===== src/ex_pkg.sv =====
// --------------------------------------------------
// Widths, operation codes and branch conditions
// Instruction word union with its format views
// --------------------------------------------------
package ex_pkg;

    // Data path and tag widths
    localparam int XLEN  = 32;
    localparam int TAG_W = 5;

    // ALU function codes
    // MUL is steered to the Booth multiplier
    typedef enum logic [3:0] {
        ALU_ADD  = 4'h0,
        ALU_SUB  = 4'h1,
        ALU_SLT  = 4'h2,
        ALU_SLTU = 4'h3,
        ALU_AND  = 4'h4,
        ALU_OR   = 4'h5,
        ALU_XOR  = 4'h6,
        ALU_SLL  = 4'h7,
        ALU_SRL  = 4'h8,
        ALU_SRA  = 4'h9,
        ALU_MUL  = 4'ha
    } alu_func_e;

    // Operand A sources
    typedef enum logic [1:0] {
        OPA_RS1  = 2'd0,
        OPA_PC   = 2'd1,
        OPA_NPC  = 2'd2,
        OPA_ZERO = 2'd3
    } opa_sel_e;

    // Operand B sources
    typedef enum logic [2:0] {
        OPB_RS2   = 3'd0,
        OPB_I_IMM = 3'd1,
        OPB_S_IMM = 3'd2,
        OPB_B_IMM = 3'd3,
        OPB_U_IMM = 3'd4,
        OPB_J_IMM = 3'd5
    } opb_sel_e;

    // Conditional branch funct3 codes
    localparam logic [2:0] BR_EQ  = 3'b000;
    localparam logic [2:0] BR_NE  = 3'b001;
    localparam logic [2:0] BR_LT  = 3'b100;
    localparam logic [2:0] BR_GE  = 3'b101;
    localparam logic [2:0] BR_LTU = 3'b110;
    localparam logic [2:0] BR_GEU = 3'b111;

    // --------------------------------------------------
    // Instruction word, one view per RV32 format
    // --------------------------------------------------
    typedef union packed {
        struct packed {
            logic [6:0] funct7; logic [4:0] rs2; logic [4:0] rs1;
            logic [2:0] funct3; logic [4:0] rd;  logic [6:0] opcode;
        } r;
        struct packed {
            logic [11:0] imm; logic [4:0] rs1; logic [2:0] funct3;
            logic [4:0] rd;   logic [6:0] opcode;
        } i;
        struct packed {
            logic [6:0] imm_hi; logic [4:0] rs2; logic [4:0] rs1;
            logic [2:0] funct3; logic [4:0] imm_lo; logic [6:0] opcode;
        } s;
        struct packed {
            logic       imm12;  logic [5:0] imm10_5; logic [4:0] rs2; logic [4:0] rs1;
            logic [2:0] funct3; logic [3:0] imm4_1;  logic imm11; logic [6:0] opcode;
        } b;
        struct packed {
            logic [19:0] imm; logic [4:0] rd; logic [6:0] opcode;
        } u;
        struct packed {
            logic imm20; logic [9:0] imm10_1; logic imm11; logic [7:0] imm19_12;
            logic [4:0] rd; logic [6:0] opcode;
        } j;
    } inst_u;

endpackage


===== src/ex_alu.sv =====
// --------------------------------------------------
// Single-cycle integer ALU
// Add, sub, logic, set-less-than and shifts
// --------------------------------------------------
`timescale 1ns/1ps

module ex_alu
    import ex_pkg::*;
#(
    parameter int XLEN_P = XLEN
) (
    input  logic [XLEN_P-1:0] opa,
    input  logic [XLEN_P-1:0] opb,
    input  alu_func_e         func,
    output logic [XLEN_P-1:0] result
);

    // Shift amount width follows the data width
    localparam int SHAMT_W = $clog2(XLEN_P);

    logic signed [XLEN_P-1:0] opa_s;
    logic signed [XLEN_P-1:0] opb_s;
    logic [SHAMT_W-1:0]       shamt;

    assign opa_s = opa;
    assign opb_s = opb;
    // Low bits of B only
    assign shamt = opb[SHAMT_W-1:0];

    always_comb begin
        case (func)
            ALU_ADD:  result = opa + opb;
            ALU_SUB:  result = opa - opb;
            ALU_SLT:  result = XLEN_P'(opa_s < opb_s);
            ALU_SLTU: result = XLEN_P'(opa < opb);
            ALU_AND:  result = opa & opb;
            ALU_OR:   result = opa | opb;
            ALU_XOR:  result = opa ^ opb;
            ALU_SLL:  result = opa << shamt;
            ALU_SRL:  result = opa >> shamt;
            // Arithmetic shift keeps the sign
            ALU_SRA:  result = opa_s >>> shamt;
            // MUL and unused codes
            default:  result = '0;
        endcase
    end

endmodule


===== src/ex_branch_cond.sv =====
// --------------------------------------------------
// Conditional branch compare on rs1 and rs2
// --------------------------------------------------
`timescale 1ns/1ps

module ex_branch_cond
    import ex_pkg::*;
#(
    parameter int XLEN_P = XLEN
) (
    input  logic [2:0]        funct3,
    input  logic [XLEN_P-1:0] rs1,
    input  logic [XLEN_P-1:0] rs2,
    output logic              take
);

    // Signed copies for BLT and BGE
    logic signed [XLEN_P-1:0] rs1_s;
    logic signed [XLEN_P-1:0] rs2_s;

    assign rs1_s = rs1;
    assign rs2_s = rs2;

    always_comb begin
        case (funct3)
            BR_EQ:   take = (rs1 == rs2);
            BR_NE:   take = (rs1 != rs2);
            BR_LT:   take = (rs1_s < rs2_s);
            BR_GE:   take = (rs1_s >= rs2_s);
            BR_LTU:  take = (rs1 < rs2);
            BR_GEU:  take = (rs1 >= rs2);
            // Reserved encodings
            default: take = 1'b0;
        endcase
    end

endmodule


===== src/ex_booth_mult.sv =====
// --------------------------------------------------
// Iterative radix-2 Booth multiplier datapath
// One add or subtract and shift per step
// --------------------------------------------------
`timescale 1ns/1ps

module ex_booth_mult
    import ex_pkg::*;
#(
    parameter int XLEN_P = XLEN
) (
    input  logic              clk,
    input  logic              rst,
    input  logic              load,
    input  logic              step,
    input  logic [XLEN_P-1:0] mcand,
    input  logic [XLEN_P-1:0] mplier,
    output logic              last,
    output logic [XLEN_P-1:0] product
);

    localparam int CNT_W = $clog2(XLEN_P);

    // Upper partial product and multiplicand
    logic [XLEN_P-1:0]  acc_q;
    logic [XLEN_P-1:0]  mcand_q;
    logic [XLEN_P-1:0]  acc_sum;
    // Product bits enter the multiplier register at the top
    logic [XLEN_P-1:0]  mplier_q;
    // Booth bit to the right of the multiplier LSB
    logic               booth_q;
    logic [CNT_W-1:0]   cnt_q;

    // Booth recoding of the two low bits
    always_comb begin
        case ({mplier_q[0], booth_q})
            2'b01:   acc_sum = acc_q + mcand_q;
            2'b10:   acc_sum = acc_q - mcand_q;
            default: acc_sum = acc_q;
        endcase
    end

    // --------------------------------------------------
    // Datapath registers
    // --------------------------------------------------
    always_ff @(posedge clk) begin
        if (load) begin
            acc_q    <= '0;
            mcand_q  <= mcand;
            mplier_q <= mplier;
            booth_q  <= 1'b0;
        end else if (step) begin
            // Arithmetic shift of {acc, mplier, booth}
            acc_q    <= {acc_sum[XLEN_P-1], acc_sum[XLEN_P-1:1]};
            mplier_q <= {acc_sum[0], mplier_q[XLEN_P-1:1]};
            booth_q  <= mplier_q[0];
        end
    end

    // Step index
    always_ff @(posedge clk or posedge rst) begin
        if (rst) begin
            cnt_q <= '0;
        end else if (load) begin
            cnt_q <= '0;
        end else if (step) begin
            cnt_q <= cnt_q + 1'b1;
        end
    end

    assign last    = (cnt_q == CNT_W'(XLEN_P - 1));
    // Low half has fully shifted into the multiplier register
    assign product = mplier_q;

endmodule


===== src/ex_mul_ctrl.sv =====
// --------------------------------------------------
// Multiply sequencer FSM: IDLE, RUN, DONE
// --------------------------------------------------
`timescale 1ns/1ps

module ex_mul_ctrl (
    input  logic clk,
    input  logic rst,
    input  logic start,
    input  logic last,
    output logic load,
    output logic step,
    output logic mul_busy,
    output logic mul_done
);

    // State encoding
    localparam logic [1:0] S_IDLE = 2'd0;
    localparam logic [1:0] S_RUN  = 2'd1;
    localparam logic [1:0] S_DONE = 2'd2;

    logic [1:0] state_q;
    logic [1:0] state_d;

    // Next state
    always_comb begin
        case (state_q)
            S_IDLE:  state_d = start ? S_RUN : S_IDLE;
            // Final step executes on the edge that leaves RUN
            S_RUN:   state_d = last ? S_DONE : S_RUN;
            S_DONE:  state_d = S_IDLE;
            default: state_d = S_IDLE;
        endcase
    end

    always_ff @(posedge clk or posedge rst) begin
        if (rst) begin
            state_q <= S_IDLE;
        end else begin
            state_q <= state_d;
        end
    end

    // Operand capture on the accepting edge
    assign load     = (state_q == S_IDLE) && start;
    assign step     = (state_q == S_RUN);
    // Busy through DONE so issue stays held until the result is out
    assign mul_busy = (state_q != S_IDLE);
    assign mul_done = (state_q == S_DONE);

endmodule


===== src/ex_credit_counter.sv =====
// --------------------------------------------------
// Downstream credit counter, saturating at CREDITS
// --------------------------------------------------
`timescale 1ns/1ps

module ex_credit_counter #(
    parameter int CREDITS = 4
) (
    input  logic clk,
    input  logic rst,
    input  logic spend,
    input  logic credit_return,
    output logic has_credit
);

    localparam int CNT_W = $clog2(CREDITS + 1);
    localparam logic [CNT_W-1:0] CNT_MAX = CNT_W'(CREDITS);

    logic [CNT_W-1:0] cnt_q;

    // Spend and return in one edge cancel out
    always_ff @(posedge clk or posedge rst) begin
        if (rst) begin
            cnt_q <= CNT_MAX;
        end else if (spend && !credit_return) begin
            cnt_q <= cnt_q - 1'b1;
        end else if (credit_return && !spend && (cnt_q != CNT_MAX)) begin
            // Extra returns at full count are dropped
            cnt_q <= cnt_q + 1'b1;
        end
    end

    assign has_credit = (cnt_q != '0);

endmodule


===== src/ex_stage.sv =====
// --------------------------------------------------
// Execute stage top: operand muxes, immediate decode
// ALU, branch compare, Booth multiplier, result port
// --------------------------------------------------
`timescale 1ns/1ps

module ex_stage
    import ex_pkg::*;
#(
    parameter int CREDITS = 4,
    parameter int XLEN_P  = XLEN
) (
    input  logic              clk,
    input  logic              rst,
    // Issue side
    input  logic              in_valid,
    input  logic [TAG_W-1:0]  in_tag,
    input  alu_func_e         in_func,
    input  opa_sel_e          in_opa_sel,
    input  opb_sel_e          in_opb_sel,
    input  logic [XLEN_P-1:0] in_rs1,
    input  logic [XLEN_P-1:0] in_rs2,
    input  logic [XLEN_P-1:0] in_pc,
    input  inst_u             in_inst,
    input  logic              in_cond_branch,
    input  logic              in_uncond_branch,
    output logic              in_ready,
    // Completion side
    input  logic              credit_return,
    output logic              out_valid,
    output logic [TAG_W-1:0]  out_tag,
    output logic [XLEN_P-1:0] out_result,
    output logic              out_take_branch
);

    logic              accept;
    logic              is_mul;
    logic              has_credit;
    logic              mul_start;
    logic              mul_load;
    logic              mul_step;
    logic              mul_last;
    logic              mul_busy;
    logic              mul_done;
    logic [XLEN_P-1:0] mul_product;
    logic [TAG_W-1:0]  mul_tag_q;
    logic [XLEN_P-1:0] npc;
    logic [XLEN_P-1:0] imm_i;
    logic [XLEN_P-1:0] imm_s;
    logic [XLEN_P-1:0] imm_b;
    logic [XLEN_P-1:0] imm_u;
    logic [XLEN_P-1:0] imm_j;
    logic [XLEN_P-1:0] opa;
    logic [XLEN_P-1:0] opb;
    logic [XLEN_P-1:0] alu_result;
    logic              cond_take;

    // Handshake
    assign in_ready  = !mul_busy && has_credit;
    assign accept    = in_valid && in_ready;
    assign is_mul    = (in_func == ALU_MUL);
    assign mul_start = accept && is_mul;
    assign npc       = in_pc + XLEN_P'(4);

    // --------------------------------------------------
    // Immediate decode, sign-extended from each view
    // --------------------------------------------------
    assign imm_i = XLEN_P'($signed(in_inst.i.imm));
    assign imm_s = XLEN_P'($signed({in_inst.s.imm_hi, in_inst.s.imm_lo}));
    assign imm_b = XLEN_P'($signed({in_inst.b.imm12, in_inst.b.imm11,
                                    in_inst.b.imm10_5, in_inst.b.imm4_1, 1'b0}));
    // U immediate fills the upper 20 bits
    assign imm_u = XLEN_P'($signed({in_inst.u.imm, 12'b0}));
    assign imm_j = XLEN_P'($signed({in_inst.j.imm20, in_inst.j.imm19_12,
                                    in_inst.j.imm11, in_inst.j.imm10_1, 1'b0}));

    // Operand A
    always_comb begin
        case (in_opa_sel)
            OPA_RS1: opa = in_rs1;
            OPA_PC:  opa = in_pc;
            OPA_NPC: opa = npc;
            default: opa = '0;
        endcase
    end

    // Operand B
    always_comb begin
        case (in_opb_sel)
            OPB_RS2:   opb = in_rs2;
            OPB_I_IMM: opb = imm_i;
            OPB_S_IMM: opb = imm_s;
            OPB_B_IMM: opb = imm_b;
            OPB_U_IMM: opb = imm_u;
            OPB_J_IMM: opb = imm_j;
            default:   opb = '0;
        endcase
    end

    // --------------------------------------------------
    // Functional units
    // --------------------------------------------------
    ex_alu #(.XLEN_P(XLEN_P)) u_alu (
        .opa    (opa),
        .opb    (opb),
        .func   (in_func),
        .result (alu_result)
    );

    // Compare always on the register values
    ex_branch_cond #(.XLEN_P(XLEN_P)) u_branch_cond (
        .funct3 (in_inst.b.funct3),
        .rs1    (in_rs1),
        .rs2    (in_rs2),
        .take   (cond_take)
    );

    ex_booth_mult #(.XLEN_P(XLEN_P)) u_booth_mult (
        .clk     (clk),
        .rst     (rst),
        .load    (mul_load),
        .step    (mul_step),
        .mcand   (opa),
        .mplier  (opb),
        .last    (mul_last),
        .product (mul_product)
    );

    ex_mul_ctrl u_mul_ctrl (
        .clk      (clk),
        .rst      (rst),
        .start    (mul_start),
        .last     (mul_last),
        .load     (mul_load),
        .step     (mul_step),
        .mul_busy (mul_busy),
        .mul_done (mul_done)
    );

    ex_credit_counter #(.CREDITS(CREDITS)) u_credit_counter (
        .clk           (clk),
        .rst           (rst),
        .spend         (accept),
        .credit_return (credit_return),
        .has_credit    (has_credit)
    );

    // --------------------------------------------------
    // Result port
    // --------------------------------------------------
    // Tag of the multiply in flight
    always_ff @(posedge clk) begin
        if (mul_start) begin
            mul_tag_q <= in_tag;
        end
    end

    always_ff @(posedge clk or posedge rst) begin
        if (rst) begin
            out_valid <= 1'b0;
        end else begin
            out_valid <= (accept && !is_mul) || mul_done;
        end
    end

    // ALU accept and mul_done never coincide, issue is held in DONE
    always_ff @(posedge clk) begin
        if (accept && !is_mul) begin
            out_tag         <= in_tag;
            out_result      <= alu_result;
            out_take_branch <= in_uncond_branch || (in_cond_branch && cond_take);
        end else if (mul_done) begin
            out_tag         <= mul_tag_q;
            out_result      <= mul_product;
            out_take_branch <= 1'b0;
        end
    end

endmodule


===== config.mk =====
export PLATFORM = sky130hd
export DESIGN_NAME = ex_stage
export DESIGN_NICKNAME = d
export VERILOG_FILES = /design/src/ex_pkg.sv /design/src/ex_alu.sv /design/src/ex_branch_cond.sv /design/src/ex_booth_mult.sv /design/src/ex_mul_ctrl.sv /design/src/ex_credit_counter.sv /design/src/ex_stage.sv
export SDC_FILE = /design/constraint.sdc
export NUM_CORES = 1
export LEC_CHECK = 0
export ABC_CLOCK_PERIOD_IN_PS = 5800
export BUFFER_PORTS_ARGS = -buffer_cell sky130_fd_sc_hd__buf_2
export CAP_MARGIN = 20
export CELL_PAD_IN_SITES_DETAIL_PLACEMENT = 1
export CELL_PAD_IN_SITES_GLOBAL_PLACEMENT = 2
export CORE_MARGIN = 5
export CORE_UTILIZATION = 35
export CTS_CLUSTER_DIAMETER = 30
export DETAILED_ROUTE_END_ITERATION = 16
export PLACE_DENSITY_LB_ADDON = 0.1
export SLEW_MARGIN = 30
export SYNTH_ARGS = -nofsm -noshare
export SYNTH_HDL_FRONTEND = slang
export SYNTH_HIERARCHICAL = 1
export SYNTH_SLANG_ARGS = --single-unit

===== constraint.sdc =====
create_clock -name clk -period 5.8 [get_ports clk]
set_input_delay 0.58 -clock clk [delete_from_list [all_inputs] [get_ports clk]]
set_output_delay 0.58 -clock clk [all_outputs]
set_load 0.02 [all_outputs]

* Word-level counts from Yosys, hierarchy flattened
Index checks and enable logic that the tools add are counted.
Storage, ports and cells: output and inout bits 40, logic and storage cells 107, register bits 150
Cells by class: bitwise gates (word level) 3, add/sub/neg operators 8, reduce and logical (&&, ||, !) cells 25, $lt $le $gt $ge 6, shift-type cells 3, mux-type cells 20, equality and inequality tests 30
Operator list (count):
- 32-bit case mux with 10 select lines | 1
- 32-bit case mux with 6 select lines | 1
- 32-bit less-than comparator | 4
- 32-bit 2-to-1 mux | 4
- 32-bit case mux with 3 select lines | 1
- 32-bit adder | 2
- 32-bit >= comparator | 2
- 32-bit case mux with 2 select lines | 1
- 32-bit subtractor | 2
- 32-bit by 3-bit adder with 32-bit output (second input constant) | 1
- 32-bit AND | 1
- 32-bit == test | 1
- 32-bit inequality test | 1
- 32-bit bitwise OR | 1
- 32-bit by 5-bit << shifter with 32-bit output | 1
- 32-bit by 5-bit >> shifter with 32-bit output | 1
- 32-bit by 5-bit >>> shifter with 32-bit output | 1
- 32-bit XOR | 1
- 5-bit 2-to-1 mux | 4
- 3-bit == test (second input constant) | 6
- 4-bit by 3-bit == test with 1-bit output (second input constant) | 4
- 4-bit == test (second input constant) | 3
- 1-bit logical AND | 9
- 4-bit by 2-bit == test with 1-bit output (second input constant) | 2
- 22 further kinds | 40

* Depth between registers and ports, before layout
Gate-level depths: netlist of run 1.
depth in word-level cells 9, mapped depth 22, mapped depth without buffers 18

* Hierarchy
Netlist of run 1, hierarchy kept.
By module, submodules not included:
- ex_alu | times used 1, sequential area each 0.0 µm², area an instance 8632.0 µm², cells an instance 1308
- ex_booth_mult | times used 1, sequential area each 2687.6 µm², area an instance 6386.1 µm², cells an instance 654
- ex_stage | times used 1, sequential area each 1316.3 µm², area an instance 3652.3 µm², cells an instance 417
- ex_branch_cond | times used 1, sequential area each 0.0 µm², area an instance 955.9 µm², cells an instance 130
- ex_credit_counter | times used 1, sequential area each 76.3 µm², area an instance 230.2 µm², cells an instance 25
- ex_mul_ctrl | times used 1, sequential area each 50.0 µm², area an instance 108.9 µm², cells an instance 12

* Worst setup path after synthesis of run 1
OpenSTA, ideal clock, no wires.
path kind input to register, start point in in_opb_sel[1], end point reg out_result[21] (data pin), setup slack 0.509 ns, path buffers 6, arrival time 5.031 ns, stages on the path 21, data required time 5.540 ns, cells stage by stage clkbuf_1 > nor2_1 > clkbuf_1 > a22oi_1 > o21ai_0 > inv_1 > buf_2 > buf_1 > buf_1 > ha_1 > buf_2 > nor3_2 > o31ai_1 > a2111oi_2 > or2_2 > a311o_1 > a221oi_1 > o22ai_1 > nor2_1 > o221ai_1 > mux2_2
Between the ends: word-level cells in the longest chain between the ends 5
RTL lines:
- start: declaration | line ex_stage.sv:20 | input opb_sel_e in_opb_sel,
- 3-bit == test (tied with other cells) | line ex_stage.sv:89 | case (in_opb_sel)
- 32-bit case mux with 6 select lines (*) | line ex_stage.sv:89
- named net opb[2] | line ex_stage.sv:54 | logic [XLEN_P-1:0] opb;
- 32-bit subtractor (tied with other cells) | line ex_alu.sv:33 | ALU_SUB: result = opa - opb;
- 32-bit case mux with 10 select lines (*) | line ex_alu.sv:31 | case (func)
- named net alu_result[21] | line ex_stage.sv:55 | logic [XLEN_P-1:0] alu_result;
- 32-bit 2-to-1 mux (*) | line ex_stage.sv:168 | if (accept && !is_mul) begin
- end signal: assignment | line ex_stage.sv:170 | out_result <= alu_result;
- end signal: assignment | line ex_stage.sv:174 | out_result <= mul_product;
- end: declaration | line ex_stage.sv:32 | output logic [XLEN_P-1:0] out_result,
Mark *: on every way through the listed nets, which the timed path passes. The rest lies on a longest branch. A chain may end at the register's enable or synchronous reset.

* Worst setup path in the final report of run 1
start point in in_opa_sel[1], end point reg out_result[20] (data pin)
Between the ends: word-level cells in the longest chain between the ends 5
RTL lines:
- start: declaration | line ex_stage.sv:19 | input opa_sel_e in_opa_sel,
- 2-bit == test (tied with other cells) | line ex_stage.sv:79 | case (in_opa_sel)
- 32-bit case mux with 3 select lines (*) | line ex_stage.sv:79
- named net opa[9] | line ex_stage.sv:53 | logic [XLEN_P-1:0] opa;
- 32-bit subtractor (tied with other cells) | line ex_alu.sv:33
- 32-bit case mux with 10 select lines (*) | line ex_alu.sv:31
- named net alu_result[20] | line ex_stage.sv:55
- 32-bit 2-to-1 mux (*) | line ex_stage.sv:168
Marked as above.

==> impl_metrics.yaml, run 1 <==
status:
  run_status: "complete, no violations"
synthesis:
  netlist_top_cells_count: "251 x nor2_1, 225 x a21oi_1, 197 x nand2_1"
  yosysSeqAreaShare_pct: 20.7
  synth.area.top_cells: "edfxtp_1 16%, ha_1 10%, mux2_2 5.9%"
  synth_edf_count: 107
  synth_warnings: 6
  synthArstFlopShare_pct: 7.33
  synth_seq_cells: 150
  synth-main-ff-cell: "edfxtp_1"
  synthCells: 2546
  yosys.area.top_type_share_pct: 16.1
  synth_most_common_cell: "nor2_1"
  netlist_area_um2: 20000
  syn-num-nets: 2863
  syn_avg_cell_area_um2: 7.84
  synth.distinct_cells: 118
  synth_top_cell_by_area: "edfxtp_1"
timing:
  setup_viol: 0
  hold_ws_ns: 0.277
  relSlewSlack_pct: 31.9
  worst_pin_slew_ns: 1.02
  fin_crit_ns: 5.26
  fmax_mhz: 190
  fin_setup_tns_ns: 0
  skew_ns: 0.0186
  final_max_slew_viol_count: 0
  finalCritPeriodShare_pct: 90.7
  rsz0062_at_grt: "no"
  hold_viol: 0
global_routing:
  grt_use_total_pct: 30.4
  grt_most_used_layer: "met2"
  grt_pass1_vias: 22100
  grt_pass1_wl_um: 145000
  overflow: 0
  grt_max_degree: 108
  grtUsageMet1_pct: 41.3
  antenna_found_initial: 6
  grt_util_met2_pct: 48.9
  gr-usage-met3_pct: 4.76
clock_network:
  clk_latency_ns: 0.49
  clk_path_buf_depth: 2
  cts_buffers: 17
  cts-root-buf: "clkbuf_16"
  cts.clk_slew.worst_paths_ns: 0.07
  cts_num_sinks: 150
  cts_tree: "yes"
  htree_levels: 4
die:
  core_um2: 56500
  rows: 87
  start_util_pct: 35.3
  die_h_um: 249
  ioPinCount: 188
  die-area_um2: 61900
  die_w_um: 249
worst_setup_path:
  crit_path_end_kind: "flip-flop"
  worstPathMaxFanout: 15
  cp-start-kind: "input port"
  critical_path_class: "input port to flip-flop"
  cpMaxStageDelayCell: "a2111oi_0"
  cp_slowest_stage_delay_ns: 0.49
  crit_required_ns: 6.05
  critPathArrivalTime_ns: 5.51
  worstPathCellList: "buf_2, clkinv_1, buf_4, nor4_1, a21oi_1, o21ai_0, inv_1, ha_1, a21oi_1, nor3_1, or3_1, nor2_1, nor2_1, a311oi_1, nor3_1, a2111oi_0, buf_4, o21ai_0, buf_4, mux2_2"
  cpMostUsedCell: "buf_4"
power_and_ir_drop:
  switching_share_pct: 48.4
  p_per_area_nw_per_um2: 374
  vdd_drop_max_uv: 318
  p_seq_share_pct: 21.8
  p_comb_share_pct: 65.0
  pwr-share-clk_pct: 13.2
  p_leak_nw: 9.67
  p_sw_mw: 4.19
  p_int_mw: 4.46
placement:
  gp_congestion: 1.00
  hpwlAfterDp_um: 78300
  portBuffers: 180
hold_path:
  worstHoldPathType: "input port to flip-flop"
finish:
  multi_input_area_um2: 14600
  nFillCells: 6921
  n_antenna_cell: 0
  seqCellArea_um2: 4130
  area_growth_pct: 16.1
  drive_above_1_share_pct: 20.9
  nNetsFinal: 3081
route:
  first_iter_violations: 1873
  vias: 21800
  route.detailed.drc: 0
  drt-total-wl_um: 98300
  dr.pass1.iters: 7
  ant_nets: 0
  via_per_inst: 6.16
  wire_per_inst_um: 27.8
run:
  maxCapViolCount: 0
-- power groups by stage --
stage	Combinational, mW	Sequential [mW]	Clock, mW
floorplan	3.78	1.93	0
global placement	5.40	1.90	0
detailed placement	5.54	1.91	0
CTS	5.58	1.90	1.19
global route	6.13	1.93	1.22
finish	5.63	1.89	1.14
-- metal layers --
metal	up-vias	share of wire [%]
li1	9943	-
met4	8	3.8
met5	-	0.041
met2	775	45
met3	143	5.7
met1	10900	45
-- cell type report --
type                            instances  area share (%)
Clock buffer                           21            2.08
Clock inverter                         11           0.362
Inverter                              164            2.66
Multi-Input combinational cell       2069            62.9
Sequential cell                       150            17.8
Tap cell                              756            4.08
Timing Repair Buffer                  362            10.1
-- cells by family after synthesis --
group,count (synthesis),share of synthesized area [%]
xor gates and xnor gates,59,2.59
AOI/OAI and AO/OA,851,28.2
adders and majority gates,169,10.7
DFF,150,20.7
buffers and inverters,327,6.71
and+or+nand+nor,791,19.7
muxes,199,11.4
-- path summary, 6_finish.rpt --
path	slack [ns]	cells after the start	start	end
setup / recovery	0.54	20	in_opa_sel[1]	out_result[20]
hold / removal	0.28	1	in_tag[2]	mul_tag_q[2]
setup reg to reg	1.02	14	u_booth_mult/mcand_q[4]	u_booth_mult/acc_q[30]
hold reg to reg	0.50	2	u_booth_mult/acc_q[0]	u_booth_mult/acc_q[0]
max in group asynchronous	5.02	3	rst	u_credit_counter/cnt_q[2]
min in group asynchronous	0.53	3	rst	out_valid
-- through the flow --
stage               setup WS [ns]  instance area [µm²]  instances  util [%]  power [mW]
floorplan                   0.509                20000       2546         -        5.71
global placement           0.0706                22600       3499      40.0        7.31
detailed placement         0.0956                22600       3500      40.0        7.46
CTS                         0.621                23200       3533      41.0        8.67
global route                0.356                23200       3533      41.0        9.28
finish                      0.542                23200       3533      41.0        8.66
-- flip-flops by register name (all words and copies together), names as in the netlist, 2 cells and up --
| register | flops |
|---|---|
| u_booth_mult/product | 32 |
| u_mul_ctrl/state_q | 2 |
| u_booth_mult/acc_q | 31 |
| out_result | 32 |
| u_credit_counter/cnt_q | 3 |
| u_booth_mult/cnt_q | 5 |
| out_tag | 5 |
| u_booth_mult/mcand_q | 32 |
| mul_tag_q | 5 |
-- layout by cell type, fill, tap and decap left out, drive strengths merged, types with 22 or more instances in the layout --
| master | synthesis | routed |
|---|---|---|
| mux2 | 105 | 105 |
| buf | 63 | 361 |
| a31oi | 28 | 28 |
| nand2 | 197 | 197 |
| nand3 | 53 | 53 |
| inv | 163 | 168 |
| edfxtp | 107 | 107 |
| a211oi | 40 | 40 |
| a21o | 36 | 36 |
| nor3 | 63 | 63 |
| nor2 | 252 | 252 |
| mux2i | 81 | 81 |
| and3 | 23 | 23 |
| a21oi | 229 | 229 |
| nor2b | 28 | 28 |
| o21ai | 181 | 181 |
| ha | 166 | 166 |
| o211ai | 27 | 27 |
| o221ai | 22 | 22 |
| nor4 | 26 | 26 |
| dfxtp | 32 | 32 |
| a22oi | 44 | 44 |
| a221oi | 22 | 22 |
| xnor2 | 45 | 45 |
| nand2b | 26 | 26 |
| o22ai | 35 | 35 |
-- worst max-delay path, delay by kind of cell --
family                   cells  cell delay, ns
AO/OA/AOI/OAI                6            1.72
adder cells (fa/ha/maj)      1            0.44
buffers and inverters        6            1.34
multiplexers                 1            0.26
AND/OR/NAND/NOR              6            1.14
-- repair_timing --
| item | in CTS | in global routing |
|---|---|---|
| hold endpoints to repair | 5 | 0 |
| endpoints found under the setup margin | 0 | 0 |
| hold buffers | 1 | 0 |
| gates resized for setup | 0 | 0 |
| buffers inserted | 0 | 0 |
No activity file was read; power rests on OpenSTA's default activity.
==> run 2, diff against run 1 <==
--- a/config.mk
+++ b/config.mk
@@ -15,5 +15,5 @@
 export CTS_CLUSTER_DIAMETER = 30
 export DETAILED_ROUTE_END_ITERATION = 16
-export PLACE_DENSITY_LB_ADDON = 0.1
+export PLACE_DENSITY = 0.82
 export SLEW_MARGIN = 30
 export SYNTH_ARGS = -nofsm -noshare
==> constraint.sdc (replaced) <==
create_clock -name clk -period 5.8 [get_ports clk]
set_input_delay 0.29 -clock clk [delete_from_list [all_inputs] [get_ports clk]]
set_output_delay 0.29 -clock clk [all_outputs]
set_load 0.02 [all_outputs]
==> run 2 against run 1 <==
Effect of this change: register-to-register slack improved by 0.13 ns; critical path depth is 3 lower; critical endpoint is now out_result[14]; combinational power down 2%; critical path type unchanged; sequential share of layout area up 0.32 points; final cell count fell by 1.5%; hold slack worse by 0.15 ns.
==> impl_metrics.yaml, run 2 (synthesized netlist as in run 1, its figures left out) <==
route:
  wire_per_inst_um: 27.4
  dr.pass1.iters: 5
  route.detailed.drc: 0
  vias: 21600
  ant_nets: 0
  via_per_inst: 6.21
  drt-total-wl_um: 95400
  first_iter_violations: 1440
timing:
  hold_viol: 0
  rsz0062_at_grt: "no"
  fmax_mhz: 194
  finalCritPeriodShare_pct: 88.9
  final_max_slew_viol_count: 0
  skew_ns: 0.0152
  worst_pin_slew_ns: 1.04
  fin_crit_ns: 5.15
  hold_ws_ns: 0.127
  relSlewSlack_pct: 30.2
  setup_viol: 0
  setup_ws_ns: 0.646
  fin_setup_tns_ns: 0
finish:
  final_cell_mix: "250 x nor2_1, 225 x a21oi_1, 197 x nand2_1"
  drive_above_1_share_pct: 19.3
  nFillCells: 6896
  utilization_pct: 40.3
  n_antenna_cell: 0
  area_growth_pct: 14.1
  design_area_um2: 22800
  final_common_cell: "nor2_1"
  seqCellArea_um2: 4130
  multi_input_area_um2: 14600
  nNetsFinal: 3029
die:
  rows: 87
  die_w_um: 249
  ioPinCount: 188
  die-area_um2: 61900
  start_util_pct: 35.3
  die_h_um: 249
  core_um2: 56500
placement:
  gp_congestion: 1.01
  place_ws_ns: 0.326
  hpwlAfterDp_um: 75100
  portBuffers: 180
  place_area_um2: 22100
power_and_ir_drop:
  switching_share_pct: 48.2
  p_leak_nw: 9.40
  p_sw_mw: 4.13
  p_per_area_nw_per_um2: 377
  p_comb_share_pct: 64.4
  vdd_drop_max_uv: 362
  p_seq_share_pct: 21.9
  pwr-share-clk_pct: 13.7
  p_int_mw: 4.44
worst_setup_path:
  crit_required_ns: 6.04
  worstPathMaxFanout: 20
  critical_path_class: "input port to flip-flop"
  critPathArrivalTime_ns: 5.39
  r2r_setup_slack_ns: 1.15
  reg2reg_to: "u_booth_mult/acc_q[27]"
  r2r_start: "u_booth_mult/mcand_q[4]"
  crit_path_end_kind: "flip-flop"
  cp-start-kind: "input port"
  worstRegToRegCells: 15
status:
  run_status: "complete, no violations"
global_routing:
  grt_pass1_vias: 22300
  antenna_found_initial: 2
  overflow: 0
  grt_use_total_pct: 29.5
  grt_pass1_wl_um: 142000
  grt_max_degree: 77
clock_network:
  htree_levels: 4
  cts-root-buf: "clkbuf_16"
  cts_num_sinks: 150
  clk_latency_ns: 0.49
  cts_buffers: 17
  cts_tree: "yes"
  cts.clk_slew.worst_paths_ns: 0.07
  clk_path_buf_depth: 2
run:
  maxCapViolCount: 0
hold_path:
  worstHoldPathType: "input port to flip-flop"
  worstHoldStart: "in_uncond_branch"
  holdPathEnd: "out_take_branch"
  whs_path_depth: 3
[run 2: cell count changes in the layout (fill, tap and decap cells not counted), moves of 3 or more]
cell / before / now
clkbuf_8: 0 / 3
buf_12: 5 / 0
buf_4: 176 / 123
dlygate4sd3_1: 1 / 6
[run 2: what timing repair did]
item                      CTS  global route
resized for setup           0             0
hold buffers                6             0
hold endpoints to repair   16             0
setup buffers               0             0
[run 2: area by class of cell]
cell class / count / area share, %
clock inverter: 9 / 0.379
timing repair buffer: 310 / 8.30
clock buffer: 23 / 2.19
sequential: 150 / 18.1
multi-input combinational: 2069 / 64.1
inverter: 164 / 2.70
tap: 756 / 4.15
[run 2: stage by stage]
| stage | instances | total power [mW] |
|---|---|---|
| 2_1_floorplan | 2546 | 5.71 |
| 3_3_place_gp | 3442 | 7.15 |
| 3_5_place_dp | 3442 | 7.32 |
| 4_1_cts | 3480 | 8.57 |
| 5_1_grt | 3481 | 9.20 |
| 6_report | 3481 | 8.58 |
[run 2: how the worst max path moves through the flow]
stage                  startpoint              to  slack [ns]  cells past startpoint
floorplan           in_opb_sel[1]  out_result[21]        0.80                     21
global placement    in_opb_sel[1]  out_result[14]        0.38                     17
detailed placement  in_opb_sel[1]  out_result[14]        0.33                     17
CTS                 in_opa_sel[0]  out_result[14]        0.83                     17
global route             in_pc[2]  out_result[30]        0.52                     19
finish              in_opa_sel[0]  out_result[14]        0.65                     17
[run 2: critical path, cell delays in order]
cell and delay (ns):
buf_2 0.33, nor2b_1 0.66, buf_4 0.26, nand2_1 0.05
o21ai_0 0.22, inv_1 0.10, ha_1 0.46, nor2_1 0.11
a211oi_1 0.64, o21ai_0 0.42, a21oi_1 0.52, o31ai_1 0.21
a221oi_1 0.33, nor2_1 0.07, a21oi_1 0.12, o2111ai_1 0.22
mux2_2 0.35
[run 2: metal layers]
| layer | vias to the layer above | wire (µm) | track usage [%] |
|---|---|---|---|
| li1 | 9858 | - | - |
| met1 | 10800 | 41700 | 38.1 |
| met2 | 789 | 43300 | 48.1 |
| met3 | 190 | 5520 | 4.91 |
| met4 | 2 | 4890 | 14.0 |
| met5 | - | 7 | 0 |
[run 2: power by group through the flow]
stage	logic, mW	clock network (mW)	registers (mW)
3_5_place_dp	5.41	0	1.90
6_report	5.52	1.18	1.88
3_3_place_gp	5.26	0	1.88
4_1_cts	5.48	1.21	1.89
5_1_grt	6.03	1.25	1.92
2_1_floorplan	3.78	0	1.93
==> run 3, diff against run 2 <==
- ABC_CLOCK_PERIOD_IN_PS: 5800 -> 4100
- CORE_UTILIZATION: 35 -> 33
- PLACE_DENSITY: 0.82 -> 0.81
- clock period: 5.8 -> 4.1 ns (I/O delays scaled with it)
==> run 3 against run 2 <==
Effect of this change: non-clock buffer count grew 505; count of clock-buffer cells in the layout rose by 1; sequential power is 41% higher; die area increased by 5.8%; design area up 21%; critical path type unchanged; largest power group unchanged; highest routed layer unchanged.
==> impl_metrics.yaml, run 3 (synthesized netlist as in run 1, its figures left out) <==
timing:
  fin_crit_ns: 4.06
  finalCritPeriodShare_pct: 98.9
  rsz0062_at_grt: "yes"
  worst_pin_slew_ns: 0.710
  setup_viol: 0
  hold_ws_ns: 0.0449
  relSlewSlack_pct: 52.6
  final_max_slew_viol_count: 0
  skew_ns: 0.0165
  hold_viol: 0
  fmax_mhz: 247
placement:
  portBuffers: 180
  hpwlAfterDp_um: 85300
  place_area_um2: 26100
  gp_congestion: 1.04
worst_setup_path:
  cpMostUsedCell: "buf_4"
  crit_required_ns: 4.34
  crit_path_end_kind: "flip-flop"
  cp-start-kind: "input port"
  critical_path_class: "input port to flip-flop"
  worstPathMaxFanout: 5
  cp_slowest_stage_delay_ns: 0.43
  crit_family: "simple AND/OR/NAND/NOR gates"
  cpMaxStageDelayCell: "or3_1"
  critPathArrivalTime_ns: 4.29
  worstPathCellList: "buf_2, buf_4, nand4_1, buf_6, nor3_2, and3_1, a22oi_1, o2bb2ai_2, inv_1, ha_1, buf_4, o21ai_2, nor3_1, or3_1, nor2_2, nor2_1, a311oi_2, nor3_1, a2111oi_4, buf_4, o21ai_0, mux2_2"
  worst-path-buf-inv: 6
die:
  die_w_um: 256
  core_um2: 60100
  ioPinCount: 188
  die_h_um: 256
  rows: 90
  die-area_um2: 65500
  start_util_pct: 33.2
status:
  run_status: "complete, no violations"
clock_network:
  htree_levels: 4
  cts_num_sinks: 150
  clk_latency_ns: 0.49
  cts.clk_slew.worst_paths_ns: 0.07
  clk_path_buf_depth: 2
  cts-root-buf: "clkbuf_16"
  cts_tree: "yes"
  cts_buffers: 17
finish:
  final_common_cell: "buf_4"
  seqCellArea_um2: 4130
  nNetsFinal: 3534
  drive_above_1_share_pct: 35.6
  multi_input_area_um2: 15400
  nFillCells: 7371
  design_area_um2: 27500
  area_growth_pct: 37.6
  final_cell_mix: "616 x buf_4, 243 x nor2_1, 207 x a21oi_1"
power_and_ir_drop:
  pwr-share-clk_pct: 12.1
  p_int_mw: 7.22
  vdd_drop_max_uv: 341
  p_leak_nw: 12.0
  p_per_area_nw_per_um2: 495
  p_comb_share_pct: 68.3
  switching_share_pct: 47.0
  p_sw_mw: 6.39
  p_seq_share_pct: 19.6
run:
  maxCapViolCount: 0
route:
  via_per_inst: 5.89
  ant_nets: 0
  drt-total-wl_um: 106000
  dr.pass1.iters: 5
  route.detailed.drc: 0
  vias: 23600
  first_iter_violations: 1772
  wire_per_inst_um: 26.4
global_routing:
  antenna_found_initial: 4
  grt_pass1_vias: 24500
  grt_max_degree: 102
  grt_pass1_wl_um: 157000
  grt_use_total_pct: 30.8
  overflow: 0
hold_path:
  worstHoldPathType: "input port to flip-flop"
-- run 3: final timing paths --
check	startpoint	end	slack [ns]	cells past startpoint
setup / recovery	in_pc[3]	out_result[20]	0.04	22
hold / removal	in_uncond_branch	out_take_branch	0.04	3
setup reg to reg	u_booth_mult/mcand_q[3]	u_booth_mult/acc_q[27]	0.09	14
hold reg to reg	u_booth_mult/acc_q[0]	u_booth_mult/acc_q[0]	0.49	2
max in group asynchronous	rst	u_credit_counter/cnt_q[2]	3.72	3
min in group asynchronous	rst	out_valid	0.14	3
-- run 3: metal layers --
metal	GRT usage (%)	part of all wire, %
met5	0	0.037
met4	12.2	4.2
met3	3.81	5.4
met2	52.8	48
met1	39.5	43
-- run 3: worst register-to-register path, stage by stage, from the launching register on --
cell      delay (ns)
edfxtp_1        0.39
or3_4           0.43
nor4b_2         0.25
buf_4           0.18
and2_4          0.14
a21oi_1         0.09
xnor2_1         0.17
ha_1            0.39
and4_4          0.27
or3b_4          0.41
o211ai_2        0.22
a211oi_2        0.12
nand2b_4        0.17
or4b_1          0.46
a311oi_1        0.25
-- run 3: power groups by stage --
stage	clock network (mW)	registers [mW]	logic, mW
6_report	1.65	2.66	9.29
5_1_grt	1.76	2.72	10.0
4_1_cts	1.71	2.67	9.03
3_5_place_dp	0	2.70	8.93
3_3_place_gp	0	2.67	8.61
2_1_floorplan	0	2.73	5.39
-- run 3: what timing repair did --
action	4_1_cts	5_1_grt
setup buffers	1	11
gates resized for setup	26	134
endpoints found under the setup margin	16	33
endpoints found under the hold margin	16	0
pin swaps	5	33
hold buffers	6	0
-- run 3: cell type report --
| type | instances | share of cell area [%] |
|---|---|---|
| diodes | 3 | 0.0273 |
| clock buffers | 24 | 1.84 |
| clock inverters | 8 | 0.214 |
| inverters | 164 | 2.26 |
| multi-input cells | 2069 | 55.9 |
| flip-flops and latches | 150 | 15.0 |
| well taps | 782 | 3.56 |
| repair buffers | 815 | 21.1 |
-- run 3: stage by stage --
step / setup TNS [ns] / util, % / std cells / total power, mW / setup slack [ns]
after global placement: -12.21 / 43.4 / 3963 / 11.3 / -0.848
after detailed placement: -13.84 / 43.4 / 3963 / 11.6 / -0.856
after global routing: -0.139 / 45.7 / 4012 / 14.5 / -0.0293
after CTS: -0.00247 / 44.6 / 4002 / 13.4 / -0.00247
after floorplan: -0.00562 / - / 2546 / 8.12 / -0.00562
final: 0 / 45.7 / 4015 / 13.6 / 0.0449
